File: src/tx_bit_pkg.sv
// shared sizes, descriptor layout and frame FSM states for the tx bit interface RTL
package tx_bit_pkg;

    // queue count and index width
    localparam int num_queues      = 4;
    localparam int queue_idx_w     = 2;

    // stream word and packet buffer sizes
    localparam int data_w          = 64;
    localparam int buf_addr_w      = 10;

    // descriptor fifo depth, power of two so pointers wrap freely
    localparam int desc_fifo_depth = 64;
    localparam int fifo_ptr_w      = $clog2(desc_fifo_depth);

    // start pulse width in clk cycles
    localparam int start_pulse_len = 6;

    // dma descriptor as written by software, msb first
    typedef struct packed {
        logic [1:0]  prio;
        logic [9:0]  seq_num;
        logic [1:0]  unused;
        logic [3:0]  retry_limit;
        logic        need_ack;
        logic [12:0] len_words;
    } tx_desc_t;

    // per-frame control flow
    typedef enum logic [1:0] {
        idle  = 2'd0,
        fetch = 2'd1,
        judge = 2'd2,
        load  = 2'd3
    } frame_state_t;

endpackage

File: src/tx_frame_loader.sv
// pulls a frame from the dma stream into the packet buffer and shapes the phy start pulse
`timescale 1ns/10ps

module tx_frame_loader (
    input  logic                              clk,
    input  logic                              rstn,
    input  logic                              load_go,
    input  logic                              tx_end,
    input  logic                              auto_start,
    input  logic [12:0]                       cur_len,
    input  logic [tx_bit_pkg::buf_addr_w-1:0] start_threshold,
    input  logic [tx_bit_pkg::data_w-1:0]     data_in,
    input  logic                              data_valid,
    output logic                              data_req,
    output logic                              wr_en,
    output logic [tx_bit_pkg::buf_addr_w-1:0] wr_addr,
    output logic [tx_bit_pkg::data_w-1:0]     wr_data,
    output logic                              start
);
    import tx_bit_pkg::*;

    logic [12:0]                word_cnt;
    logic                       take;
    logic                       thr_hit;
    logic [start_pulse_len-1:0] start_sr;

    // a word moves when both sides agree
    assign take = data_req && data_valid;

    // threshold write arms the pulse, only in auto start mode
    assign thr_hit = wr_en && (wr_addr == start_threshold) && auto_start;

    // each stage adds one cycle of pulse width
    assign start = |start_sr;

    always_ff @(posedge clk) begin
        if (!rstn) begin
            data_req <= 1'b0;
            word_cnt <= '0;
            wr_en    <= 1'b0;
            start_sr <= '0;
        end else begin
            wr_en    <= take;
            start_sr <= {start_sr[start_pulse_len-2:0], thr_hit};
            if (tx_end) begin
                // phy finished, abandon any remaining request
                data_req <= 1'b0;
            end else if (load_go) begin
                data_req <= 1'b1;
                word_cnt <= '0;
            end else if (take) begin
                word_cnt <= word_cnt + 1'b1;
                // last word taken, stop asking
                if (word_cnt == cur_len - 13'd1)
                    data_req <= 1'b0;
            end
        end
    end

    // buffer write one cycle after the word is taken
    always_ff @(posedge clk) begin
        if (take) begin
            wr_addr <= word_cnt[buf_addr_w-1:0];
            wr_data <= data_in;
        end
    end

endmodule

File: config.mk
export PLATFORM = sky130hd
export DESIGN_NAME = tx_frame_loader
export DESIGN_NICKNAME = d
export VERILOG_FILES = /design/src/tx_bit_pkg.sv /design/src/tx_frame_loader.sv
export SDC_FILE = /design/constraint.sdc
export NUM_CORES = 1
export LEC_CHECK = 0
export ABC_AREA = 1
export BUFFER_PORTS_ARGS = -buffer_cell sky130_fd_sc_hd__buf_4
export CAP_MARGIN = 25
export CORE_AREA = 2 2 90 92
export DETAILED_ROUTE_END_ITERATION = 12
export DIE_AREA = 0 0 92 94
export GPL_TIMING_DRIVEN = 0
export MAX_ROUTING_LAYER = met4
export PLACE_DENSITY = 0.83
export SETUP_SLACK_MARGIN = 0.5
export SLEW_MARGIN = 0
export SYNTH_ARGS = -nofsm -noshare
export SYNTH_HDL_FRONTEND = slang
export SYNTH_SLANG_ARGS = --single-unit
File: constraint.sdc
create_clock -name clk -period 6.9 [get_ports clk]
set_input_delay 1.035 -clock clk [delete_from_list [all_inputs] [get_ports clk]]
set_output_delay 1.035 -clock clk [all_outputs]
set_load 0.005 [all_outputs]
==> results.sh <==
export IMPL_num_fill_cells=563
export IMPL_diodes=0
export IMPL_track_usage_pct=21.1
export IMPL_nets=604
export IMPL_cpMostUsedCell="nand2_4"
export IMPL_syn_to_final_growth_pct=41.5
export IMPL_cts_inserted_buffers=9
export IMPL_synthArstFlopShare_pct=0
export IMPL_synth_area_um2=3770
export IMPL_placementRows=32
export IMPL_synth_top_area_share_pct=58.9
export IMPL_utilization_pct=70.2
export IMPL_drt_wl_total_um=8920
export IMPL_max_stage_delay_ns=0.64
export IMPL_cts_sinks=95
export IMPL_num_vias=2935
export IMPL_synth_most_common_cell="nand2_1"
export IMPL_power_density_nw_per_um2=194
export IMPL_synthTopCellsByArea="edfxtp_1, dfxtp_1, nand2_1, inv_1, nand3_1"
export IMPL_synthFlopType="edfxtp_1"
export IMPL_die_x_um=92
export IMPL_rrSetupSlack_ns=4.69
export IMPL_fin_ws_ns=4.28
export IMPL_tns_ns=0
export IMPL_ys_ff_latch=95
export IMPL_crit_path_max_fanout=75
export IMPL_ys_seq_area_share_pct=70.0
export IMPL_fin_skew_ns=0.00740
export IMPL_hp_start="start_sr[1]"
export IMPL_via_per_inst=4.76
export IMPL_route_detailed_drc=0
export IMPL_final_setup_viol_count=0
export IMPL_muxShareOfSynthArea_pct=0
export IMPL_clock_latency_ns=0.34
export IMPL_path_class="in -> reg"
export IMPL_grt_pass1_wl_um=13300
export IMPL_cts_repair_resized=0
export IMPL_fin_crit_ns=2.62
export IMPL_detailed_place_hpwl_um=7140
export IMPL_clock_path_buffers=2
export IMPL_h_tree_depth=3
export IMPL_crit_slowest_cell="inv_4"
export IMPL_critical_path_arrival_ns=2.90
export IMPL_synthTopCellsByCount="nand2_1, edfxtp_1, inv_1"
export IMPL_gp_congestion=0.830
export IMPL_core_area_um2=7610
export IMPL_path_cells="buf_4 -> nand2_1 -> inv_4 -> nand2_4 -> nand2_4 -> nand3_4 -> nor3_4 -> nand2_2 -> nor2_4 -> inv_2 -> o21bai_2 -> inv_1 -> nor2_1"
export IMPL_drtPass1Iterations=4
export IMPL_wl_per_cell_um=14.5
export IMPL_synth_largest_area_cell="edfxtp_1"
export IMPL_leakage_nw=2.40
export IMPL_maxCapViolations=0
export IMPL_fin_total_pwr_mw=1.04
export IMPL_end_kind="flip-flop"
export IMPL_fmax_ghz=0.381
export IMPL_r2r_end="word_cnt[10]"
export IMPL_outcome="completed"
export IMPL_clkTransAtPathRegs_ns=0.08
export IMPL_antenna_found_initial=0
export IMPL_cp_required_ns=7.18
export IMPL_layout_worst_path_cycle_share_pct=38.0
export IMPL_die_height_um=94
export IMPL_grt_pass1_vias=2738
export IMPL_synth_compound_area_share_pct=4.11
export IMPL_grt_max_degree=76
export IMPL_syn_area_per_cell_um2=11.4
export IMPL_post_cts_buffers=0
export IMPL_multi_input_area_um2=925
export IMPL_slew_headroom_pct=39.5
export IMPL_drt_iter0_drc=126
export IMPL_io_pins=170
export IMPL_hp_class="reg -> reg"
export IMPL_vdd_drop_max_mv=0.101
export IMPL_hold_viol=0
export IMPL_initial_core_util_pct=49.6
export IMPL_ant_nets=0
export IMPL_reg2reg_from="data_req"
export IMPL_register_area_um2=2640
export IMPL_synth_net_count=425
export IMPL_io_buffers=168
export IMPL_yosys_area_share_simple_pct=16.9
export IMPL_hold_end="start_sr[2]"
export IMPL_synth_adder_area_share_pct=0.663
export IMPL_cp_start_kind="input port"
export IMPL_synth_xor_area_share_pct=2.78
export IMPL_synth_top_family_by_area="simple AND/OR/NAND/NOR gates"
export IMPL_synth_edf_count=74
export IMPL_drv_slew=0
export IMPL_tightestPinTransition_ns=0.908
export IMPL_cts_tree="built"
export IMPL_overflow=0
export IMPL_crit_start="data_valid"
export IMPL_r2r_cells=12
export IMPL_synthDistinctLibCells=32
export IMPL_synth_cells=330
export IMPL_post_place_ws_ns=3.88
export IMPL_min_path_cells=2
export IMPL_rsz0062_at_grt="no"
export IMPL_holdBufCountCts=0
export IMPL_dieArea_um2=8650
export IMPL_yosys_warnings=0
export IMPL_drive_above_1_share_pct=38.7
export IMPL_clockRootBuffer="clkbuf_8"
-- cell families (layout without fill, tap and decap cells) --
family,count (synthesis),count (layout)
AO/OA/AOI/OAI,26,26
AND/OR/NAND/NOR,140,140
XOR/XNOR,12,12
adder cells (fa/ha/maj),2,2
buffers and inverters,55,239
flip-flops,95,95
-- where the power goes --
group	total [mW]	switching, mW	internal, mW
sequential	0.630	0.00376	0.627
clock	0.315	0.176	0.139
combinational	0.0905	0.0372	0.0533
total	1.04	0.217	0.819
-- per-layer routing --
metal,share of wire (%),GRT usage (%),vias to the layer above
li1,-,-,1450
met3,8.7,5.86,20
met2,52,37.7,125
met1,36,21.6,1340
met5,0,-,-
met4,2.8,9.70,0
-- how the worst max path moves through the flow --
stage	to	slack [ns]
after floorplan	word_cnt[11]	3.96
after global placement	word_cnt[9]	3.49
after detailed placement	word_cnt[9]	3.88
after CTS	word_cnt[9]	4.24
after global routing	word_cnt[10]	4.04
final	word_cnt[10]	4.28
-- placed cells by master (no fill, tap or decap), types with 2 or more instances in the layout --
| cell | count |
|---|---|
| nor2_4 | 2 |
| ha_1 | 2 |
| xnor2_1 | 4 |
| nor3_1 | 4 |
| nor2_1 | 25 |
| nand2_2 | 2 |
| a21oi_1 | 10 |
| dfxtp_1 | 21 |
| nand4_1 | 2 |
| o21ai_1 | 2 |
| nand3_1 | 19 |
| buf_4 | 168 |
| clkbuf_1 | 2 |
| o21ai_0 | 8 |
| nand2_4 | 2 |
| nand2_1 | 75 |
| clkbuf_8 | 10 |
| xor2_1 | 8 |
| inv_1 | 49 |
| inv_2 | 2 |
| clkinv_2 | 4 |
| nor4_1 | 4 |
| edfxtp_1 | 74 |
-- worst max-delay path, delay by kind of cell --
kind            cells  cell delay [ns]
simple gates        8             0.94
buf+inv             4             0.83
compound gates      1             0.09
-- through the flow --
stage / cell area [um^2] / cells / hold slack (ns)
final: 5340 / 616 / 0.424
after global routing: 5340 / 616 / 0.455
after CTS: 5340 / 616 / 0.423
after detailed placement: 5170 / 600 / 0.419
after global placement: 5160 / 600 / 0.409
after floorplan: 3770 / 330 / 0.406
-- flip-flops by register name, summed over array words and instances, names as in the netlist --
signal,flops
word_cnt,13
wr_addr,10
wr_data,64
data_req,1
wr_en,1
start_sr,6
-- area by class of cell --
| type | count | share of cell area [%] |
|---|---|---|
| clock inverters | 6 | 0.679 |
| clock buffers | 10 | 2.58 |
| plain buffers | 3 | 0.234 |
| repair buffers | 168 | 23.6 |
| inverters | 52 | 3.70 |
| well taps | 102 | 2.39 |
| flip-flops and latches | 95 | 49.5 |
| multi-input cells | 180 | 17.3 |
Note: power is estimated with default switching activity, not from simulation.
