<file path="src/tx_bit_pkg.sv">
// shared sizes, descriptor layout and frame FSM states for the tx bit interface RTL
package tx_bit_pkg;

    // queue count and index width
    localparam int num_queues      = 4;
    localparam int queue_idx_w     = 2;

    // stream word and packet buffer sizes
    localparam int data_w          = 64;
    localparam int buf_addr_w      = 10;

    // descriptor fifo depth, power of two so pointers wrap freely
    localparam int desc_fifo_depth = 64;
    localparam int fifo_ptr_w      = $clog2(desc_fifo_depth);

    // start pulse width in clk cycles
    localparam int start_pulse_len = 6;

    // dma descriptor as written by software, msb first
    typedef struct packed {
        logic [1:0]  prio;
        logic [9:0]  seq_num;
        logic [1:0]  unused;
        logic [3:0]  retry_limit;
        logic        need_ack;
        logic [12:0] len_words;
    } tx_desc_t;

    // per-frame control flow
    typedef enum logic [1:0] {
        idle  = 2'd0,
        fetch = 2'd1,
        judge = 2'd2,
        load  = 2'd3
    } frame_state_t;

endpackage

</file>
<file path="src/tx_queue_arbiter.sv">
// strict-priority queue grant and frame FSM driving the loader and the descriptor outputs
`timescale 1ns/10ps

module tx_queue_arbiter (
    input  logic                                             clk,
    input  logic                                             rstn,
    input  logic [tx_bit_pkg::num_queues-1:0]                tx_allowed,
    input  logic                                             bb_busy,
    input  logic                                             tx_end,
    input  logic                                             tx_done,
    input  logic [tx_bit_pkg::num_queues-1:0]                fifo_empty,
    input  tx_bit_pkg::tx_desc_t [tx_bit_pkg::num_queues-1:0] head,
    output logic [tx_bit_pkg::num_queues-1:0]                pop,
    output logic                                             load_go,
    output logic [12:0]                                      cur_len,
    output logic [tx_bit_pkg::queue_idx_w-1:0]               tx_queue_idx,
    output logic                                             need_ack,
    output logic [3:0]                                       retry_limit,
    output logic [9:0]                                       seq_num,
    output logic [1:0]                                       prio
);
    import tx_bit_pkg::*;

    frame_state_t           state;
    tx_desc_t               cur_desc;
    logic [queue_idx_w-1:0] sel_idx;
    logic [queue_idx_w-1:0] grant_idx;
    logic                   grant_any;
    logic                   start_ok;

    // lowest index wins, so scan from the top down
    always_comb begin
        grant_any = 1'b0;
        grant_idx = '0;
        for (int q = num_queues - 1; q >= 0; q--) begin
            if (tx_allowed[q] && !fifo_empty[q]) begin
                grant_any = 1'b1;
                grant_idx = queue_idx_w'(q);
            end
        end
    end

    // new frame only from idle with baseband quiet
    assign start_ok = (state == idle) && grant_any && !bb_busy;

    // pop in the grant cycle, fifo head is then valid in fetch
    always_comb begin
        pop = '0;
        if (start_ok)
            pop[grant_idx] = 1'b1;
    end

    assign cur_len     = cur_desc.len_words;
    assign need_ack    = cur_desc.need_ack;
    assign retry_limit = cur_desc.retry_limit;

    always_ff @(posedge clk) begin
        if (!rstn) begin
            state        <= idle;
            sel_idx      <= '0;
            cur_desc     <= '0;
            tx_queue_idx <= '0;
            load_go      <= 1'b0;
            seq_num      <= '0;
            prio         <= '0;
        end else begin
            load_go <= 1'b0;
            case (state)
                idle: begin
                    if (start_ok) begin
                        sel_idx <= grant_idx;
                        state   <= fetch;
                    end
                end
                fetch: begin
                    // descriptor held until the next fetch
                    cur_desc     <= head[sel_idx];
                    tx_queue_idx <= sel_idx;
                    state        <= judge;
                end
                judge: begin
                    load_go <= 1'b1;
                    state   <= load;
                end
                load: begin
                    if (tx_end)
                        state <= idle;
                end
                default: state <= idle;
            endcase
            // report fields of the frame just completed
            if (tx_done) begin
                seq_num <= cur_desc.seq_num;
                prio    <= cur_desc.prio;
            end
        end
    end

endmodule
</file>
<file path="config.mk">
export PLATFORM = sky130hd
export DESIGN_NAME = tx_queue_arbiter
export DESIGN_NICKNAME = d
export VERILOG_FILES = /design/src/tx_bit_pkg.sv /design/src/tx_queue_arbiter.sv
export SDC_FILE = /design/constraint.sdc
export NUM_CORES = 1
export LEC_CHECK = 0
export ABC_AREA = 1
export BUFFER_PORTS_ARGS = -buffer_cell sky130_fd_sc_hd__buf_2
export CORE_AREA = 2 2 89 91
export DETAILED_ROUTE_END_ITERATION = 7
export DIE_AREA = 0 0 91 93
export GPL_ROUTABILITY_DRIVEN = 0
export PLACE_DENSITY = 0.85
export SLEW_MARGIN = 20
export SYNTH_ARGS = -nofsm -noshare
export SYNTH_HDL_FRONTEND = slang
export SYNTH_SLANG_ARGS = --single-unit
</file>
<file path="constraint.sdc">
create_clock -name clk -period 1.3 [get_ports clk]
set_input_delay 0.195 -clock clk [delete_from_list [all_inputs] [get_ports clk]]
set_output_delay 0.195 -clock clk [all_outputs]
set_load 0.03 [all_outputs]
</file>
==> tab_implementation.tex <==
\begin{tabular}{lr}
\hline
Metric & Value \\
\hline
\multicolumn{2}{l}{\textbf{Floorplan}} \\
Initial core utilization & approximately 40\% \\
IO Count & $\sim$180 \\
Floorplan die height & between 90 and 100 µm \\
Floorplan die area & around 8500 µm² \\
Number of cell rows & 32 \\
Die boundary width & roughly 91 µm \\
Area of the core & around 7500 µm² \\
\multicolumn{2}{l}{\textbf{STA}} \\
Rel. slew slack & 76.5\% \\
Min Clock Period, post-route & 1580 ps \\
Final hold violation count & 0 \\
RSZ-0062 raised after global routing & yes \\
Final period utilization & 122\% \\
Post-Route Skew & slightly below 10 ps \\
Setup slack after layout & -280 ps \\
Worst hold slack across all endpoints & 219 ps \\
Max frequency & $\sim$630 MHz \\
Max-slew violation total from the final report & 0 \\
Transition time of the tightest slew-check pin & between 300 and 400 ps \\
Setup-failing EPs final & 8 \\
\multicolumn{2}{l}{\textbf{Global route}} \\
Overflow left after global routing & 0 \\
Met1 track utilization from global routing & between 20\% and 30\% \\
GRT Total Usage & around a fifth \\
Via count of the first global-routing pass & between 3,000 and 4,000 \\
Highest-utilization routing layer at the global route stage & met2 \\
Met3 global-route usage & $\sim$3.9\% \\
Largest net degree at the start of global routing & 34 \\
Wire length of the first global-routing pass & 14,400 µm \\
Met2 layer usage reported by global route & about two fifths \\
Number of antenna violations at the first check in global routing & 0 \\
\multicolumn{2}{l}{\textbf{Yosys}} \\
Synthesized area per cell & about 6.6 µm² \\
Netlist cell types & 22 \\
Fraction of the yosys area taken by sequential cells & 33.2\% \\
Number of register bits inferred by synthesis & between 40 and 50 \\
Synth Warn \# & 0 \\
Number of nets produced by synthesis & approximately 600 \\
Summed instance area of the synthesized netlist & just under 3000 µm² \\
Post-synthesis cell count & about 450 \\
\multicolumn{2}{l}{\textbf{Placement}} \\
\# port buffers & 169 \\
Placed wire-length estimate & roughly 6300 µm \\
Area after DPL & approximately 3900 µm² \\
Count of placed standard cells including taps & 693 \\
\multicolumn{2}{l}{\textbf{Setup path}} \\
Kind of start point of the critical path & register \\
Worst setup EP type & output port \\
CP Data Arrival Time & between 1000 and 1500 ps \\
Maximum fanout count along the critical path & 4 \\
Critical path required time & around 1100 ps \\
Kind of critical path & reg -> out \\
\multicolumn{2}{l}{\textbf{Layout}} \\
Final-layout fill cell count & roughly 750 \\
Finished Cell Area & slightly above 4000 µm² \\
Number of diodes & 0 \\
Share of cells above drive strength 1 & between 30 and 40\% \\
Layout Utilization & 54.7\% \\
Nets@finish & $\sim$750 \\
Number of cells in the finished layout apart from fillers & slightly above 700 \\
Area growth from synthesis to layout & 39.1\% \\
\multicolumn{2}{l}{\textbf{Pwr}} \\
Overall power consumption & just under 7 mW \\
Total power divided by cell area & about 1700 nW/µm² \\
Static leakage power & 2.17 nW \\
IR Drop Worst-Case VDD & approximately 0.0009 V \\
\multicolumn{2}{l}{\textbf{Route}} \\
Vias per Instance & between 4 and 5 \\
Routed WL per cell & $\sim$13 µm \\
Violation count after the first detailed-routing iteration & 138 \\
Antenna-violating nets left & 0 \\
DRC & 0 \\
Detailed Route WL & slightly below 9000 µm \\
Count of vias placed by the detailed router & roughly 3,400 \\
TritonRoute pass-1 iters & 4 \\
\multicolumn{2}{l}{\textbf{Outcome}} \\
Status & finished, violations left \\
Violations in the final reports & setup timing \\
\multicolumn{2}{l}{\textbf{CTS}} \\
Clock Latency Late Sink & 300 ps \\
Clock Tree Root & sky130\_fd\_sc\_hd\_\_clkbuf\_8 \\
Clock tree from TritonCTS & yes \\
Max clock buf depth & 2 \\
Quantity of hold-fixing buffers added after cts & 0 \\
Clock input transition at the sequential cells of the worst setup and hold paths & $\sim$90 ps \\
Max H-tree Level & 2 \\
TritonCTS buffer count & 5 \\
Sinks on the clock net & 49 \\
\multicolumn{2}{l}{\textbf{Hold path}} \\
Class of the most critical hold timing path & in -> reg \\
\multicolumn{2}{l}{\textbf{Job}} \\
Number of max-capacitance violations reported & 0 \\
\hline
\end{tabular}
-- metrics by stage --
stage / TNS (ps) / worst slack, ps
2_1_floorplan: -44.3 / -44.3
3_3_place_gp: -125 / -47.7
3_5_place_dp: -390 / -80.3
4_1_cts: -1910 / -323
5_1_grt: -3850 / -358
6_report: -1670 / -280
-- cell families after synthesis --
logic type | count (synthesis) | share of synthesized area, %
compound gates | 157 | 28.5
fa+ha+maj | 5 | 2.12
simple gates | 131 | 18.4
buf+inv | 109 | 17.8
flops | 49 | 33.2
-- sequential cells by signal, indices dropped and copies added, names as in the netlist --
signal and cells:
load_go 1, prio 2, cur_len 13, tx_queue_idx 2
state 2, seq_num 10, need_ack 1, cur_desc 12
retry_limit 4, sel_idx 2
-- worst max-delay path, stage by stage, from the launching register on --
cell and delay, ps:
sky130_fd_sc_hd__dfxtp_2 340, sky130_fd_sc_hd__inv_4 70, sky130_fd_sc_hd__ha_4 140, sky130_fd_sc_hd__inv_2 40
sky130_fd_sc_hd__nor2_4 140, sky130_fd_sc_hd__o21ai_4 90, sky130_fd_sc_hd__nor3_4 120, sky130_fd_sc_hd__buf_6 150
-- repair_timing --
item,CTS,global route
cloned,0,1
pin swaps,4,3
endpoints found under the setup margin,8,39
gates resized for setup,21,7
buffers inserted,2,2
-- cells in the final DEF (no fill, tap or decap), types with 2 or more instances in the layout --
master / netlist / layout
sky130_fd_sc_hd__nand2_2: 3 / 3
sky130_fd_sc_hd__nand2_1: 10 / 9
sky130_fd_sc_hd__dfxtp_2: 0 / 2
sky130_fd_sc_hd__buf_6: 3 / 9
sky130_fd_sc_hd__clkbuf_8: 0 / 6
sky130_fd_sc_hd__buf_2: 16 / 165
sky130_fd_sc_hd__o22ai_1: 19 / 19
sky130_fd_sc_hd__nand3_1: 16 / 14
sky130_fd_sc_hd__inv_4: 1 / 3
sky130_fd_sc_hd__buf_12: 0 / 5
sky130_fd_sc_hd__inv_1: 54 / 51
sky130_fd_sc_hd__o21ai_0: 43 / 42
sky130_fd_sc_hd__o21ai_1: 51 / 51
sky130_fd_sc_hd__a21oi_1: 31 / 31
sky130_fd_sc_hd__buf_4: 19 / 14
sky130_fd_sc_hd__nor2_4: 0 / 2
sky130_fd_sc_hd__dfxtp_1: 49 / 47
sky130_fd_sc_hd__o211ai_1: 11 / 11
sky130_fd_sc_hd__nor2_2: 10 / 9
sky130_fd_sc_hd__inv_2: 4 / 5
sky130_fd_sc_hd__nor2_1: 91 / 90
sky130_fd_sc_hd__ha_1: 5 / 4
sky130_fd_sc_hd__nand3_2: 0 / 2
-- synth_stat cells, drive strengths merged --
cell type / count / area share (%)
o211ai: 11 / 2.8
nor2: 101 / 14
a21boi: 1 / 0.25
clkbuf: 12 / 1.5
dfxtp: 49 / 33
buf: 38 / 8.7
nor3: 1 / 0.17
ha: 5 / 2.1
o21ai: 95 / 16
inv: 59 / 7.6
a21oi: 31 / 5.2
o22ai: 19 / 4.0
nand3: 16 / 2.7
nand2: 13 / 1.9
-- where the power goes --
group / internal, mW / switching, mW
logic: 1.44 / 2.29
registers: 1.98 / 0.213
clock network: 0.443 / 0.538
-- per-layer routing --
metal  wire (µm)  share of wire (%)
met4         188                2.1
met5           0                  0
met1        3680                 41
met3         509                5.7
met2        4550                 51
-- final cells by class --
| class | count | area [µm²] | area share [%] |
|---|---|---|---|
| Clock inverter | 2 | 17.5 | 0.426 |
| Clock buffer | 6 | 82.6 | 2.01 |
| Tap cell | 102 | 128 | 3.10 |
| Sequential cell | 49 | 983 | 23.9 |
| Timing Repair Buffer | 194 | 1160 | 28.1 |
| Multi-Input combinational cell | 293 | 1520 | 36.9 |
| Inverter | 59 | 229 | 5.57 |
-- path summary, 6_finish.rpt --
path              slack (ps)                       to  depth (start not counted)                 startpoint
setup reg to reg        -220    state[0]$_SDFFE_PN0P_                         12      state[1]$_SDFFE_PN0P_
setup / recovery        -280                   pop[0]                          7      state[1]$_SDFFE_PN0P_
hold reg to reg          460  seq_num[2]$_SDFFE_PN0P_                          2  cur_desc[22]$_SDFFE_PN0N_
hold / removal           220  cur_len[9]$_SDFFE_PN0N_                          5                    head[9]
Power figures use the tool's default switching activity.
